===== src/hdl/cpu_pkg.sv =====
// Widths are fixed here at 16-bit data, 16 registers and 16-bit addresses; the types need them.
package cpu_pkg;

	// ====================
	// Widths and registers
	// ====================
	localparam int BITS          = 16;	// Data word width.
	localparam int REGISTER_BITS = 4;	// Register select width.
	localparam int ADDRESS_BITS  = 16;	// Memory and port address width.

	localparam logic [REGISTER_BITS-1:0] LINK_REGISTER           = 4'd15;	// Branch with link.
	localparam logic [REGISTER_BITS-1:0] INTERRUPT_LINK_REGISTER = 4'd14;	// Interrupt return.

	// ====================
	// Opcodes and conditions
	// ====================
	localparam logic [3:0] OP_ALU_SINGLE = 4'd0;	// ALU op on a single register.
	localparam logic [3:0] OP_ALU_REG    = 4'd1;	// ALU op register with register.
	localparam logic [3:0] OP_ALU_IMM    = 4'd2;	// ALU op register with immediate.
	localparam logic [3:0] OP_BRANCH     = 4'd3;
	localparam logic [3:0] OP_BYTE_MEM   = 4'd4;	// Byte load or store.
	localparam logic [3:0] OP_WORD_MEM   = 4'd5;	// Word load or store.
	localparam logic [3:0] OP_PEEK_POKE  = 4'd6;	// Port read or write over APB.
	localparam logic [3:0] OP_INTERRUPT  = 4'd7;
	localparam logic [3:0] OP_COND_MOV   = 4'd8;

	localparam logic [2:0] COND_ALWAYS = 3'd0;
	localparam logic [2:0] COND_Z      = 3'd1;
	localparam logic [2:0] COND_NZ     = 3'd2;
	localparam logic [2:0] COND_C      = 3'd3;
	localparam logic [2:0] COND_NC     = 3'd4;
	localparam logic [2:0] COND_S      = 3'd5;
	localparam logic [2:0] COND_V      = 3'd6;
	localparam logic [2:0] COND_LT     = 3'd7;	// Sign differs from overflow.

	typedef struct packed {
		logic c;
		logic z;
		logic s;
		logic v;
	} cpu_flags_t;

	// ====================
	// Instruction views
	// ====================
	typedef struct packed {
		logic [3:0] opcode;
		logic [3:0] dest;
		logic [3:0] src;
		logic [3:0] operand;
	} reg_fmt_t;

	typedef struct packed {
		logic [3:0] opcode;
		logic       ctl_bit;	// Link, store or poke, by class.
		logic [2:0] cond;
		logic [3:0] dest;
		logic [3:0] aux;
	} ctl_fmt_t;

	typedef union packed {
		reg_fmt_t reg_fmt;
		ctl_fmt_t ctl_fmt;
	} cpu_instr_t;

	typedef struct packed {
		logic                    valid;
		cpu_instr_t              instr;
		logic [BITS-1:0]         alu_out;
		cpu_flags_t              flags;
		logic [ADDRESS_BITS-1:0] addr;
		logic [BITS-1:0]         store_data;
		logic [ADDRESS_BITS-1:0] pc;
	} cpu_issue_t;

	typedef struct packed {
		logic                    valid;
		cpu_instr_t              instr;
		logic [BITS-1:0]         alu_out;
		cpu_flags_t              flags;
		logic [ADDRESS_BITS-1:0] pc;
		logic [BITS-1:0]         memory_in;
		logic [BITS-1:0]         port_in;
		logic [1:0]              memory_wr_mask;
	} cpu_wb_packet_t;

	typedef struct packed {
		logic                     wr_en;
		logic [REGISTER_BITS-1:0] wr_sel;
		logic [BITS-1:0]          wr_data;
	} cpu_reg_write_t;

	typedef struct packed {
		logic                    psel;
		logic                    penable;
		logic                    pwrite;
		logic [ADDRESS_BITS-1:0] paddr;
		logic [BITS-1:0]         pwdata;
	} apb_req_t;

	typedef struct packed {
		logic            pready;
		logic [BITS-1:0] prdata;
	} apb_rsp_t;

endpackage


===== src/hdl/cpu_data_ram.sv =====
// MEM_WORDS must be a power of two, at least 2; contents are undefined until written.
`timescale 1ns/100ps

module cpu_data_ram import cpu_pkg::*; #(
	parameter int MEM_WORDS = 256
) (
	input  logic                         clk,
	input  logic [$clog2(MEM_WORDS)-1:0] ram_addr,
	input  logic [BITS-1:0]              ram_wdata,
	input  logic [1:0]                   ram_be,
	input  logic                         ram_rd,
	output logic [BITS-1:0]              ram_rdata
);

	localparam int HALF = BITS / 2;

	logic [BITS-1:0] mem [MEM_WORDS];

	// ====================
	// Byte-lane write
	// ====================
	always_ff @(posedge clk) begin
		if (ram_be[1]) begin
			mem[ram_addr][BITS-1:HALF] <= ram_wdata[BITS-1:HALF];	// High lane, even byte address.
		end
		if (ram_be[0]) begin
			mem[ram_addr][HALF-1:0] <= ram_wdata[HALF-1:0];	// Low lane, odd byte address.
		end
	end

	// ====================
	// Registered read
	// ====================
	always_ff @(posedge clk) begin
		if (ram_rd) begin
			ram_rdata <= mem[ram_addr];	// Word appears in the cycle after the request.
		end
	end

endmodule


===== src/hdl/cpu_mem_stage.sv =====
// One APB transfer at a time; slot 3 stalls until pready, and RAM depth wraps the word index.
`timescale 1ns/100ps

module cpu_mem_stage import cpu_pkg::*; #(
	parameter int MEM_WORDS = 256
) (
	input  logic                         clk,
	input  logic                         rst,
	input  cpu_issue_t                   issue,
	output logic                         issue_ready,
	output apb_req_t                     apb_req,
	input  apb_rsp_t                     apb_rsp,
	output logic [$clog2(MEM_WORDS)-1:0] ram_addr,
	output logic [BITS-1:0]              ram_wdata,
	output logic [1:0]                   ram_be,
	output logic                         ram_rd,
	input  logic [BITS-1:0]              ram_rdata,
	output cpu_wb_packet_t               wb_packet
);

	localparam int RAM_AW = $clog2(MEM_WORDS);

	typedef enum logic [1:0] {
		IO_IDLE,
		IO_SETUP,
		IO_ACCESS
	} io_state_t;

	io_state_t      io_state;
	cpu_issue_t     s3;	// Item held in slot 3.
	logic [BITS-1:0] port_in_q;	// Peek data captured on the pready edge.
	cpu_wb_packet_t wb_q;
	cpu_wb_packet_t wb_next;
	logic [3:0]     s3_opcode;
	logic           s3_ctl_bit;
	logic           s3_is_mem;
	logic [1:0]     s3_mask;
	logic           s3_load;
	logic           s3_store;
	logic           accept;
	logic           issue_is_io;

	// ====================
	// Slot-3 decode and RAM
	// ====================
	assign s3_opcode  = s3.instr.ctl_fmt.opcode;
	assign s3_ctl_bit = s3.instr.ctl_fmt.ctl_bit;
	assign s3_is_mem  = (s3_opcode == OP_BYTE_MEM) || (s3_opcode == OP_WORD_MEM);
	assign s3_load    = s3.valid && s3_is_mem && !s3_ctl_bit;
	assign s3_store   = s3.valid && s3_is_mem && s3_ctl_bit;

	always_comb begin
		if (s3_opcode == OP_WORD_MEM) begin
			s3_mask = 2'b11;
		end else if (s3_opcode == OP_BYTE_MEM) begin
			s3_mask = s3.addr[0] ? 2'b01 : 2'b10;	// Even address is the high byte.
		end else begin
			s3_mask = 2'b00;
		end
	end

	assign ram_addr  = s3.addr[1 +: RAM_AW];
	assign ram_wdata = (s3_opcode == OP_BYTE_MEM) ? {2{s3.store_data[7:0]}} : s3.store_data;
	assign ram_be    = s3_store ? s3_mask : 2'b00;
	assign ram_rd    = s3_load;

	// Slot 3 only stalls while an APB transfer is open.
	assign issue_ready = (io_state == IO_IDLE);
	assign accept      = issue.valid && issue_ready;
	assign issue_is_io = (issue.instr.ctl_fmt.opcode == OP_PEEK_POKE);

	always_comb begin
		apb_req.psel    = (io_state != IO_IDLE);
		apb_req.penable = (io_state == IO_ACCESS);
		apb_req.pwrite  = s3_ctl_bit;	// Poke is a write.
		apb_req.paddr   = s3.addr;
		apb_req.pwdata  = s3.store_data;
	end

	// ====================
	// Slot-4 packet
	// ====================
	always_comb begin
		wb_next                = '0;
		wb_next.valid          = issue_ready && s3.valid;	// A stall leaves a bubble behind.
		wb_next.instr          = s3.instr;
		wb_next.alu_out        = s3.alu_out;
		wb_next.flags          = s3.flags;
		wb_next.pc             = s3.pc;
		wb_next.port_in        = port_in_q;
		wb_next.memory_wr_mask = s3_mask;
	end

	always_comb begin
		wb_packet           = wb_q;
		wb_packet.memory_in = ram_rdata;	// RAM word lines up with the packet.
	end

	always_ff @(posedge clk) begin
		if (issue_ready) begin
			s3 <= issue;
		end
		if ((io_state == IO_ACCESS) && apb_rsp.pready) begin
			port_in_q <= apb_rsp.prdata;
		end
		wb_q <= wb_next;
		if (rst) begin
			io_state   <= IO_IDLE;
			s3.valid   <= 1'b0;
			wb_q.valid <= 1'b0;
		end else begin
			case (io_state)
				IO_IDLE: begin
					if (accept && issue_is_io) begin
						io_state <= IO_SETUP;
					end
				end
				IO_SETUP:  io_state <= IO_ACCESS;
				IO_ACCESS: begin
					if (apb_rsp.pready) begin
						io_state <= IO_IDLE;
					end
				end
				default:   io_state <= IO_IDLE;
			endcase
		end
	end

endmodule


===== src/hdl/cpu_writeback.sv =====
// Purely combinational; an invalid packet or a class without a result gives wr_en low.
`timescale 1ns/100ps

module cpu_writeback import cpu_pkg::*; (
	input  cpu_wb_packet_t wb_packet,
	output cpu_reg_write_t reg_write
);

	reg_fmt_t rf;
	ctl_fmt_t cf;

	// Condition test on the flags carried with the packet.
	function automatic logic cond_holds(input logic [2:0] cond, input cpu_flags_t f);
		logic hit;
		case (cond)
			COND_ALWAYS: hit = 1'b1;
			COND_Z:      hit = f.z;
			COND_NZ:     hit = !f.z;
			COND_C:      hit = f.c;
			COND_NC:     hit = !f.c;
			COND_S:      hit = f.s;
			COND_V:      hit = f.v;
			COND_LT:     hit = f.s ^ f.v;
			default:     hit = 1'b0;
		endcase
		return hit;
	endfunction

	assign rf = wb_packet.instr.reg_fmt;	// ALU classes.
	assign cf = wb_packet.instr.ctl_fmt;	// Everything else.

	// ====================
	// Register and value select
	// ====================
	always_comb begin
		reg_write.wr_en   = 1'b0;
		reg_write.wr_sel  = '0;
		reg_write.wr_data = '0;
		case (cf.opcode)
			OP_ALU_SINGLE: begin
				reg_write.wr_en   = 1'b1;
				reg_write.wr_sel  = rf.src;	// Single-register ops write back in place.
				reg_write.wr_data = wb_packet.alu_out;
			end
			OP_ALU_REG, OP_ALU_IMM: begin
				reg_write.wr_en   = 1'b1;
				reg_write.wr_sel  = rf.dest;
				reg_write.wr_data = wb_packet.alu_out;
			end
			OP_BRANCH: begin
				reg_write.wr_en   = cf.ctl_bit;	// Only a linking branch writes.
				reg_write.wr_sel  = LINK_REGISTER;
				reg_write.wr_data = wb_packet.pc;
			end
			OP_BYTE_MEM: begin
				reg_write.wr_en  = !cf.ctl_bit;
				reg_write.wr_sel = cf.dest;
				case (wb_packet.memory_wr_mask)
					2'b10:   reg_write.wr_data = {8'h00, wb_packet.memory_in[15:8]};
					2'b01:   reg_write.wr_data = {8'h00, wb_packet.memory_in[7:0]};
					default: reg_write.wr_data = '0;
				endcase
			end
			OP_WORD_MEM: begin
				reg_write.wr_en   = !cf.ctl_bit;
				reg_write.wr_sel  = cf.dest;
				reg_write.wr_data = wb_packet.memory_in;
			end
			OP_PEEK_POKE: begin
				reg_write.wr_en   = !cf.ctl_bit;	// Peek only.
				reg_write.wr_sel  = cf.dest;
				reg_write.wr_data = wb_packet.port_in;
			end
			OP_INTERRUPT: begin
				reg_write.wr_en   = 1'b1;
				reg_write.wr_sel  = INTERRUPT_LINK_REGISTER;
				reg_write.wr_data = wb_packet.pc;
			end
			OP_COND_MOV: begin
				reg_write.wr_en   = cond_holds(cf.cond, wb_packet.flags);
				reg_write.wr_sel  = cf.dest;
				reg_write.wr_data = wb_packet.alu_out;
			end
			default: ;
		endcase
		if (!wb_packet.valid) begin
			reg_write.wr_en = 1'b0;	// Bubbles never write.
		end
	end

endmodule


===== src/hdl/cpu_register_file.sv =====
// Sixteen registers, one write port and two asynchronous read ports; r0 always reads zero.
`timescale 1ns/100ps

module cpu_register_file import cpu_pkg::*; (
	input  logic                     clk,
	input  logic                     rst,
	input  cpu_reg_write_t           reg_write,
	input  logic [REGISTER_BITS-1:0] rd_sel_a,
	output logic [BITS-1:0]          rd_data_a,
	input  logic [REGISTER_BITS-1:0] rd_sel_b,
	output logic [BITS-1:0]          rd_data_b
);

	localparam int NUM_REGS = 1 << REGISTER_BITS;

	logic [BITS-1:0] regs [NUM_REGS];

	always_ff @(posedge clk) begin
		if (rst) begin
			for (int i = 0; i < NUM_REGS; i++) begin
				regs[i] <= '0;
			end
		end else if (reg_write.wr_en) begin
			regs[reg_write.wr_sel] <= reg_write.wr_data;	// Writes to r0 are masked on read.
		end
	end

	// ====================
	// Read ports
	// ====================
	assign rd_data_a = (rd_sel_a == '0) ? '0 : regs[rd_sel_a];
	assign rd_data_b = (rd_sel_b == '0) ? '0 : regs[rd_sel_b];

endmodule


===== src/hdl/cpu_backend_top.sv =====
// Back end of the pipeline only; the issuer must hold its packet while issue_ready is low.
`timescale 1ns/100ps

module cpu_backend_top import cpu_pkg::*; #(
	parameter int MEM_WORDS = 256
) (
	input  logic                     clk,
	input  logic                     rst,
	input  cpu_issue_t               issue,
	output logic                     issue_ready,
	output apb_req_t                 apb_req,
	input  apb_rsp_t                 apb_rsp,
	input  logic [REGISTER_BITS-1:0] rd_sel_a,
	output logic [BITS-1:0]          rd_data_a,
	input  logic [REGISTER_BITS-1:0] rd_sel_b,
	output logic [BITS-1:0]          rd_data_b
);

	logic [$clog2(MEM_WORDS)-1:0] ram_addr;
	logic [BITS-1:0]              ram_wdata;
	logic [1:0]                   ram_be;
	logic                         ram_rd;
	logic [BITS-1:0]              ram_rdata;
	cpu_wb_packet_t               wb_packet;
	cpu_reg_write_t               reg_write;

	cpu_mem_stage #(.MEM_WORDS(MEM_WORDS)) i_mem_stage (
		.clk(clk), .rst(rst),
		.issue(issue), .issue_ready(issue_ready),
		.apb_req(apb_req), .apb_rsp(apb_rsp),
		.ram_addr(ram_addr), .ram_wdata(ram_wdata), .ram_be(ram_be), .ram_rd(ram_rd),
		.ram_rdata(ram_rdata),
		.wb_packet(wb_packet)
	);

	cpu_data_ram #(.MEM_WORDS(MEM_WORDS)) i_data_ram (
		.clk(clk),
		.ram_addr(ram_addr), .ram_wdata(ram_wdata), .ram_be(ram_be), .ram_rd(ram_rd),
		.ram_rdata(ram_rdata)
	);

	cpu_writeback i_writeback (
		.wb_packet(wb_packet),
		.reg_write(reg_write)
	);

	cpu_register_file i_register_file (
		.clk(clk), .rst(rst),
		.reg_write(reg_write),
		.rd_sel_a(rd_sel_a), .rd_data_a(rd_data_a),
		.rd_sel_b(rd_sel_b), .rd_data_b(rd_data_b)
	);

endmodule


===== config.mk =====
export PLATFORM = sky130hd
export DESIGN_NAME = cpu_backend_top
export DESIGN_NICKNAME = d
export VERILOG_FILES = /design/src/hdl/cpu_pkg.sv /design/src/hdl/cpu_data_ram.sv /design/src/hdl/cpu_mem_stage.sv /design/src/hdl/cpu_writeback.sv /design/src/hdl/cpu_register_file.sv /design/src/hdl/cpu_backend_top.sv
export SDC_FILE = /design/constraint.sdc
export NUM_CORES = 2
export LEC_CHECK = 0
export BUFFER_PORTS_ARGS = -buffer_cell sky130_fd_sc_hd__buf_2
export CAP_MARGIN = 30
export CORE_MARGIN = 3
export CORE_UTILIZATION = 48
export CTS_BUF_LIST = sky130_fd_sc_hd__clkbuf_4 sky130_fd_sc_hd__clkbuf_8
export CTS_CLUSTER_SIZE = 40
export DETAILED_ROUTE_END_ITERATION = 7
export GPL_ROUTABILITY_DRIVEN = 0
export GPL_TIMING_DRIVEN = 1
export PLACE_DENSITY = 0.66
export SLEW_MARGIN = 20
export SYNTH_ARGS = -nofsm -noshare
export SYNTH_HDL_FRONTEND = slang
export SYNTH_MEMORY_MAX_BITS = 65536
export SYNTH_SLANG_ARGS = --single-unit

===== constraint.sdc =====
create_clock -name clk -period 7.95 [get_ports clk]
set_input_delay 0 -clock clk [delete_from_list [all_inputs] [get_ports clk]]
set_output_delay 0 -clock clk [all_outputs]
set_load 0.01 [all_outputs]

After elaboration in Yosys (flattened, before gate mapping)

Memory sizes are Yosys's and may differ from the RTL's. A register that Yosys moved wholly into a read port is not among the register bits.
Cells that the tools add are included.

Equality and inequality tests: 24
Multiplexer cells: 26
Bitwise logic cells: 1
Reduce and logical (&&, ||, !) cells: 21

Operators by type and width:

| cell                                                  | count |
|---|---|
| case mux 21 bit (8 select lines)                      | 1 |
| two-way mux 16 bit                                    | 4 |
| == test 4 x 3 -> 1 bit, second input constant         | 7 |
| case mux 8 bit (2 select lines)                       | 1 |
| OR reduction 16 bit                                   | 1 |
| == test 3 bit, second input constant                  | 4 |
| zero test 4 bit                                       | 3 |
| two-way mux 2 bit                                     | 6 |
| two-way mux 1 bit                                     | 11 |
| == test 4 x 2 -> 1 bit, second input constant         | 2 |
| case mux 1 bit (8 select lines)                       | 1 |
| logical AND 1 bit                                     | 7 |
| == test 3 x 2 -> 1 bit, second input constant         | 2 |
| case mux 2 bit (3 select lines)                       | 1 |
| == test 2 x 1 -> 1 bit, second input constant         | 2 |
| == test 2 bit, second input constant                  | 2 |
| == test 4 x 1 -> 1 bit, second input constant         | 1 |
| == test 4 bit, second input constant                  | 1 |
| zero test 1 bit                                       | 4 |
| two-way mux 4 bit                                     | 1 |
| == test 3 x 1 -> 1 bit, second input constant         | 1 |
| zero test 3 bit                                       | 1 |
| zero test 2 bit                                       | 1 |
| inequality test 2 x 1 -> 1 bit, second input constant | 1 |
| other kinds (6)                                       | 6 |

Flip-flop bits (word level): 174
Memory bits (writable): 4,352
Input port bits: 112
Logic and storage cells: 96
Memories: 2

Memories:

| memory               | depth | bits a word | rd ports | clocked after Yosys merged registers in | wr ports | RTL line                | source |
|---|---|---|---|---|---|---|---|
| i_data_ram.mem       | 256   | 16          | 1        | 1                                       | 1        | cpu_data_ram.sv:17      | `logic [BITS-1:0] mem [MEM_WORDS];` |
| i_register_file.regs | 16    | 16          | 2        | 0                                       | 16       | cpu_register_file.sv:16 | `logic [BITS-1:0] regs [NUM_REGS];` |

Longest topological paths before layout

Depth in word-level cells: 9
Gate-level depth with buffers: 10

Hierarchy

A second synthesis with hierarchy kept.

Cell total of the unflattened synthesis: 8,349
Area, all modules: 175,903.7 sq um

By module, submodules not included:

| module            | instances | cells each | area each (sq um) | seq. area each (sq um) |
|---|---|---|---|---|
| cpu_data_ram      | 1         | 7,034      | 156,572.7         | 123,478.4 |
| cpu_register_file | 1         | 933        | 13,330.3          | 7,236.9 |
| cpu_mem_stage     | 1         | 271        | 5,228.8           | 4,484.3 |
| cpu_writeback     | 1         | 111        | 772.0             | 0.0 |

Worst setup path before layout

Ideal clock, no wire load.

Path kind: register -> register
Start point: register i_mem_stage.s3 (netlist bit i_mem_stage.apb_req[2])
End point: memory i_data_ram.mem[0][10] (data pin)
Setup time: 0.555 ns
Arrival time: 5.572 ns
Data required time: 7.395 ns
Slack: 1.823 ns
Cell stages (with the launch flop): 2
Buffers on the path: 0
Clock period less this slack: 6.127 ns
Cells stage by stage: edfxtp_1 -> mux2_2

Cells in the longest elaborated chain, start to end: 1

RTL lines:

| what                         | RTL line             | source |
|---|---|---|
| start, declared              | cpu_mem_stage.sv:30  | `cpu_issue_t s3;` |
| start signal, assigned       | cpu_mem_stage.sv:101 | `s3 <= issue;` |
| two-way mux 16 bit           | cpu_mem_stage.sv:63  | `assign ram_wdata = (s3_opcode == OP_BYTE_MEM) ? {2{s3.store_data[7:0]}} : s3.store_data;` |
| via i_data_ram.ram_wdata[10] | cpu_data_ram.sv:9    | `input logic [BITS-1:0] ram_wdata,` |
| end, declared                | cpu_data_ram.sv:17   |  |

The timed path passes the listed nets, and every way through them passes these cells.

==> results by group <==
Status
  – Status: completed

CTS
  – Post-CTS Setup Bufs: 0
  – CTS root buf: clkbuf_8
  – TritonCTS clock tree: done
  – H-tree depth: 6
  – Clk pin slew, worst setup/hold paths: 0.07 ns
  – Max clock buf depth: 4
  – Clk Latency, worst-skew pair: 1.23 ns
  – Num CTS Buffers: 708
  – Clk sink count: 4,534

Placement
  – Post-detail-place hpwl: 252,000 µm
  – I/O Buffers: 175
  – Dpl ws: 3.16 ns
  – Placed insts: 12,817

Logic synthesis
  – Synth Area in Adders: 0.0200%
  – FFs w/ async S/R, synth: 0%
  – Yosys warnings: 0
  – Synth Area per Inst: 21.3 µm²
  – Post-synthesis simple-gate area fraction: 2.41%
  – Sequential area share after synthesis: 77.2%
  – Main synth FF type: edfxtp_1
  – Post-synthesis register bit count: 4,534
  – Mapped Nets: 8,363
  – Xor/xnor cell area share of the yosys netlist: 0.00499%
  – Post-synth EDFFs: 4,464
  – Mapped Area: 176,000 µm²
  – Mapped Cells: 8,249
  – Complex-gate fraction of the synthesized area: 3.57%
  – Multiplexer share of the synthesized area: 15.2%
  – Largest family of logic cells by synthesized area: multiplexers
  – Number of distinct library cells after synthesis: 44

Pwr
  – Internal power: 37.2 mW
  – Clock share of power: 39.0%
  – Post-layout total power: 48.1 mW
  – Net Sw Frac: 22.6%
  – Leak: 61.8 nW
  – Peak VDD IR: 166 µV
  – Sw power: 10.9 mW
  – Comb power frac: 5.9%
  – PwrDens: 241 nW/µm²
  – Reg power frac: 55.1%

Drt
  – Starting DRT DRC Count: 10,721
  – Final antenna-violating net count: 0
  – Routed WL: 441,000 µm
  – Via Count: 89,163
  – Via density: 6.20
  – First-pass detailed-route iteration total: 7
  – Remaining DRCs: 0
  – DR WL/cell: 30.7 µm

Hold path
  – Min-Delay Path Class: in2reg

STA
  – Final Max Slew Viols: 0
  – Min Tclk post-route: 4.84 ns
  – Setup violations, final: 0
  – Highest clock rate: 0.207 GHz
  – Relative slew margins: 21.4%
  – Worst slew pin tran: 1.18 ns
  – RSZ-0062 raised after global routing: false
  – Hold Fails Final Rpt: 0
  – Final setup TNS: 0 ns
  – Fin worst setup slack: 3.11 ns
  – Final period utilization: 60.9%
  – Clk_skew: 0.152 ns

Floorplanning
  – Die height: 611 µm
  – Initial Utilization: 48.3%
  – Full die area: 373,000 µm²
  – Row count: 221
  – Core Footprint: 363,000 µm²
  – Die width: 611 µm
  – Top-level port count: 180

Finish
  – Area of the multi-input gates: 37,900 µm²
  – Fillcell total: 26,962
  – Reg area: 135,000 µm²
  – Post-Layout Cell Count: 14,372
  – Total Nets Final: 9,153
  – Synth-to-Final Area Change: 13.5%
  – Layout cell share with drive strength beyond 1: 28.8%
  – Final core occ: 54.8%

Critical path
  – CP startpoint kind: flip-flop
  – Critical path peak fanout: 125
  – Arrival @ worst endpoint: 5.66 ns
  – CP required: 8.77 ns
  – Worst setup path class: reg2reg
  – Worst setup EP type: flip-flop

Job
  – Maxcap violations: 0

Global route
  – Maximum number of pins on one net before global-route repair: 196
  – First-pass GRT wire length: 642,000 µm
  – Overflow after GRT: 0
  – GR Util All Layers: 23.5%
  – Vias in the first global route: 91,737
  – Antenna violations before repair: 16
==> what timing repair did <==
item / CTS / global route
hold buffers: 292 / 0
endpoints found under the hold margin: 380 / 0
resized for setup: 0 / 0
==> critical path, stage by stage (launching register included) <==
cell and delay, ns:
edfxtp_1 0.39, buf_12 0.31, buf_12 0.50, buf_4 0.61
mux4_2 0.41, a22oi_1 0.37, a21oi_1 0.23, o41ai_2 0.88
nand4_1 0.46
==> synthesized netlist by cell type (all sizes together) (9+ instances only) <==
cell type | number | area share, %
edfxtp | 4464 | 76
mux4 | 1184 | 15
nor2 | 531 | 1.1
a22oi | 515 | 2.2
clkbuf | 389 | 0.83
a21oi | 266 | 0.76
nor3 | 262 | 0.75
buf | 232 | 0.74
nand2 | 94 | 0.20
dfxtp | 70 | 0.80
o41ai | 64 | 0.32
nor2b | 46 | 0.16
o21ai | 23 | 0.066
nand4 | 20 | 0.071
o21bai | 16 | 0.068
a222oi | 9 | 0.051
==> path summary, 6_finish.rpt <==
kind                           startpoint                        end  slack [ns]  cells after the start
setup / recovery  i_mem_stage.apb_req[18]    i_data_ram.ram_rdata[3]        3.11                      8
hold / removal                  issue[80]         i_mem_stage.s3[80]        0.20                      3
setup reg to reg  i_mem_stage.apb_req[18]    i_data_ram.ram_rdata[3]        3.11                      8
hold reg to reg         i_mem_stage.s3[7]  i_mem_stage.wb_packet[41]        0.32                      0
==> layout by cell type, fill, tap and decap left out, types with 4 or more instances in the layout <==
master / count
a21oi_1: 266
a221oi_2: 7
a222oi_1: 9
a22o_1: 7
a22oi_1: 515
buf_12: 39
buf_16: 21
buf_2: 175
buf_4: 163
buf_6: 5
bufinv_16: 9
clkbuf_4: 213
clkbuf_8: 725
clkinv_1: 179
clkinv_2: 70
clkinvlp_4: 16
dfxtp_1: 70
diode_2: 7
dlygate4sd3_1: 292
edfxtp_1: 4464
inv_1: 6
inv_6: 16
inv_8: 12
mux2_8: 8
mux4_2: 1184
nand2_1: 64
nand2_2: 29
nand4_1: 20
nor2_1: 528
nor2b_1: 42
nor3_1: 261
o21ai_0: 22
o21bai_2: 12
o21bai_4: 4
o41ai_1: 44
o41ai_2: 20
==> sequential cells by signal, indices dropped and copies added, names as in the netlist <==
register,flops
i_mem_stage.wb_packet,67
i_register_file.regs,256
i_mem_stage.apb_req,33
i_mem_stage.port_in_q,16
i_data_ram.ram_rdata,16
i_mem_stage.s3,48
i_data_ram.mem,4096
i_mem_stage.io_state,2
==> power groups by stage <==
stage | sequential [mW] | combinational, mW | clock (mW)
2_1_floorplan | 27.1 | 1.58 | 0
3_3_place_gp | 27.0 | 2.61 | 0
3_5_place_dp | 27.0 | 2.68 | 0
4_1_cts | 26.5 | 2.79 | 19.0
5_1_grt | 26.5 | 2.98 | 20.2
6_report | 26.5 | 2.82 | 18.8
==> metal layers <==
layer	share of wire (%)	track usage, %
met5	0.055	0.258
met4	3.2	7.83
met3	9.9	5.74
met2	48	36.8
met1	39	32.6
==> metrics by stage <==
step / hold slack, ns / cell area (µm²)
after floorplan: 0.0989 / 176000
after global placement: 0.179 / 182000
after detailed placement: 0.178 / 183000
after CTS: 0.0221 / 199000
after global routing: 0.144 / 199000
final: 0.198 / 199000
==> cell type report <==
cell class              instances  share of cell area (%)
clock buffers                 935                    5.80
well taps                    4794                    3.01
clock inverters               307                   0.888
flip-flops and latches       4534                    68.0
diodes                          7                 0.00879
repair buffers                701                    3.26
inverters                       6                  0.0113
multi-input cells            3088                    19.0
==> cell families (layout without fill, tap and decap cells) <==
| logic type | after synthesis | count (layout) |
|---|---|---|
| muxes | 1193 | 1193 |
| and+or+nand+nor | 976 | 976 |
| other | 0 | 7 |
| buffers and inverters | 627 | 1949 |
| xor gates and xnor gates | 1 | 1 |
| adders and majority gates | 3 | 3 |
| DFF | 4534 | 4534 |
| AOI/OAI and AO/OA | 915 | 915 |
No activity file was read; power rests on OpenSTA's default activity.
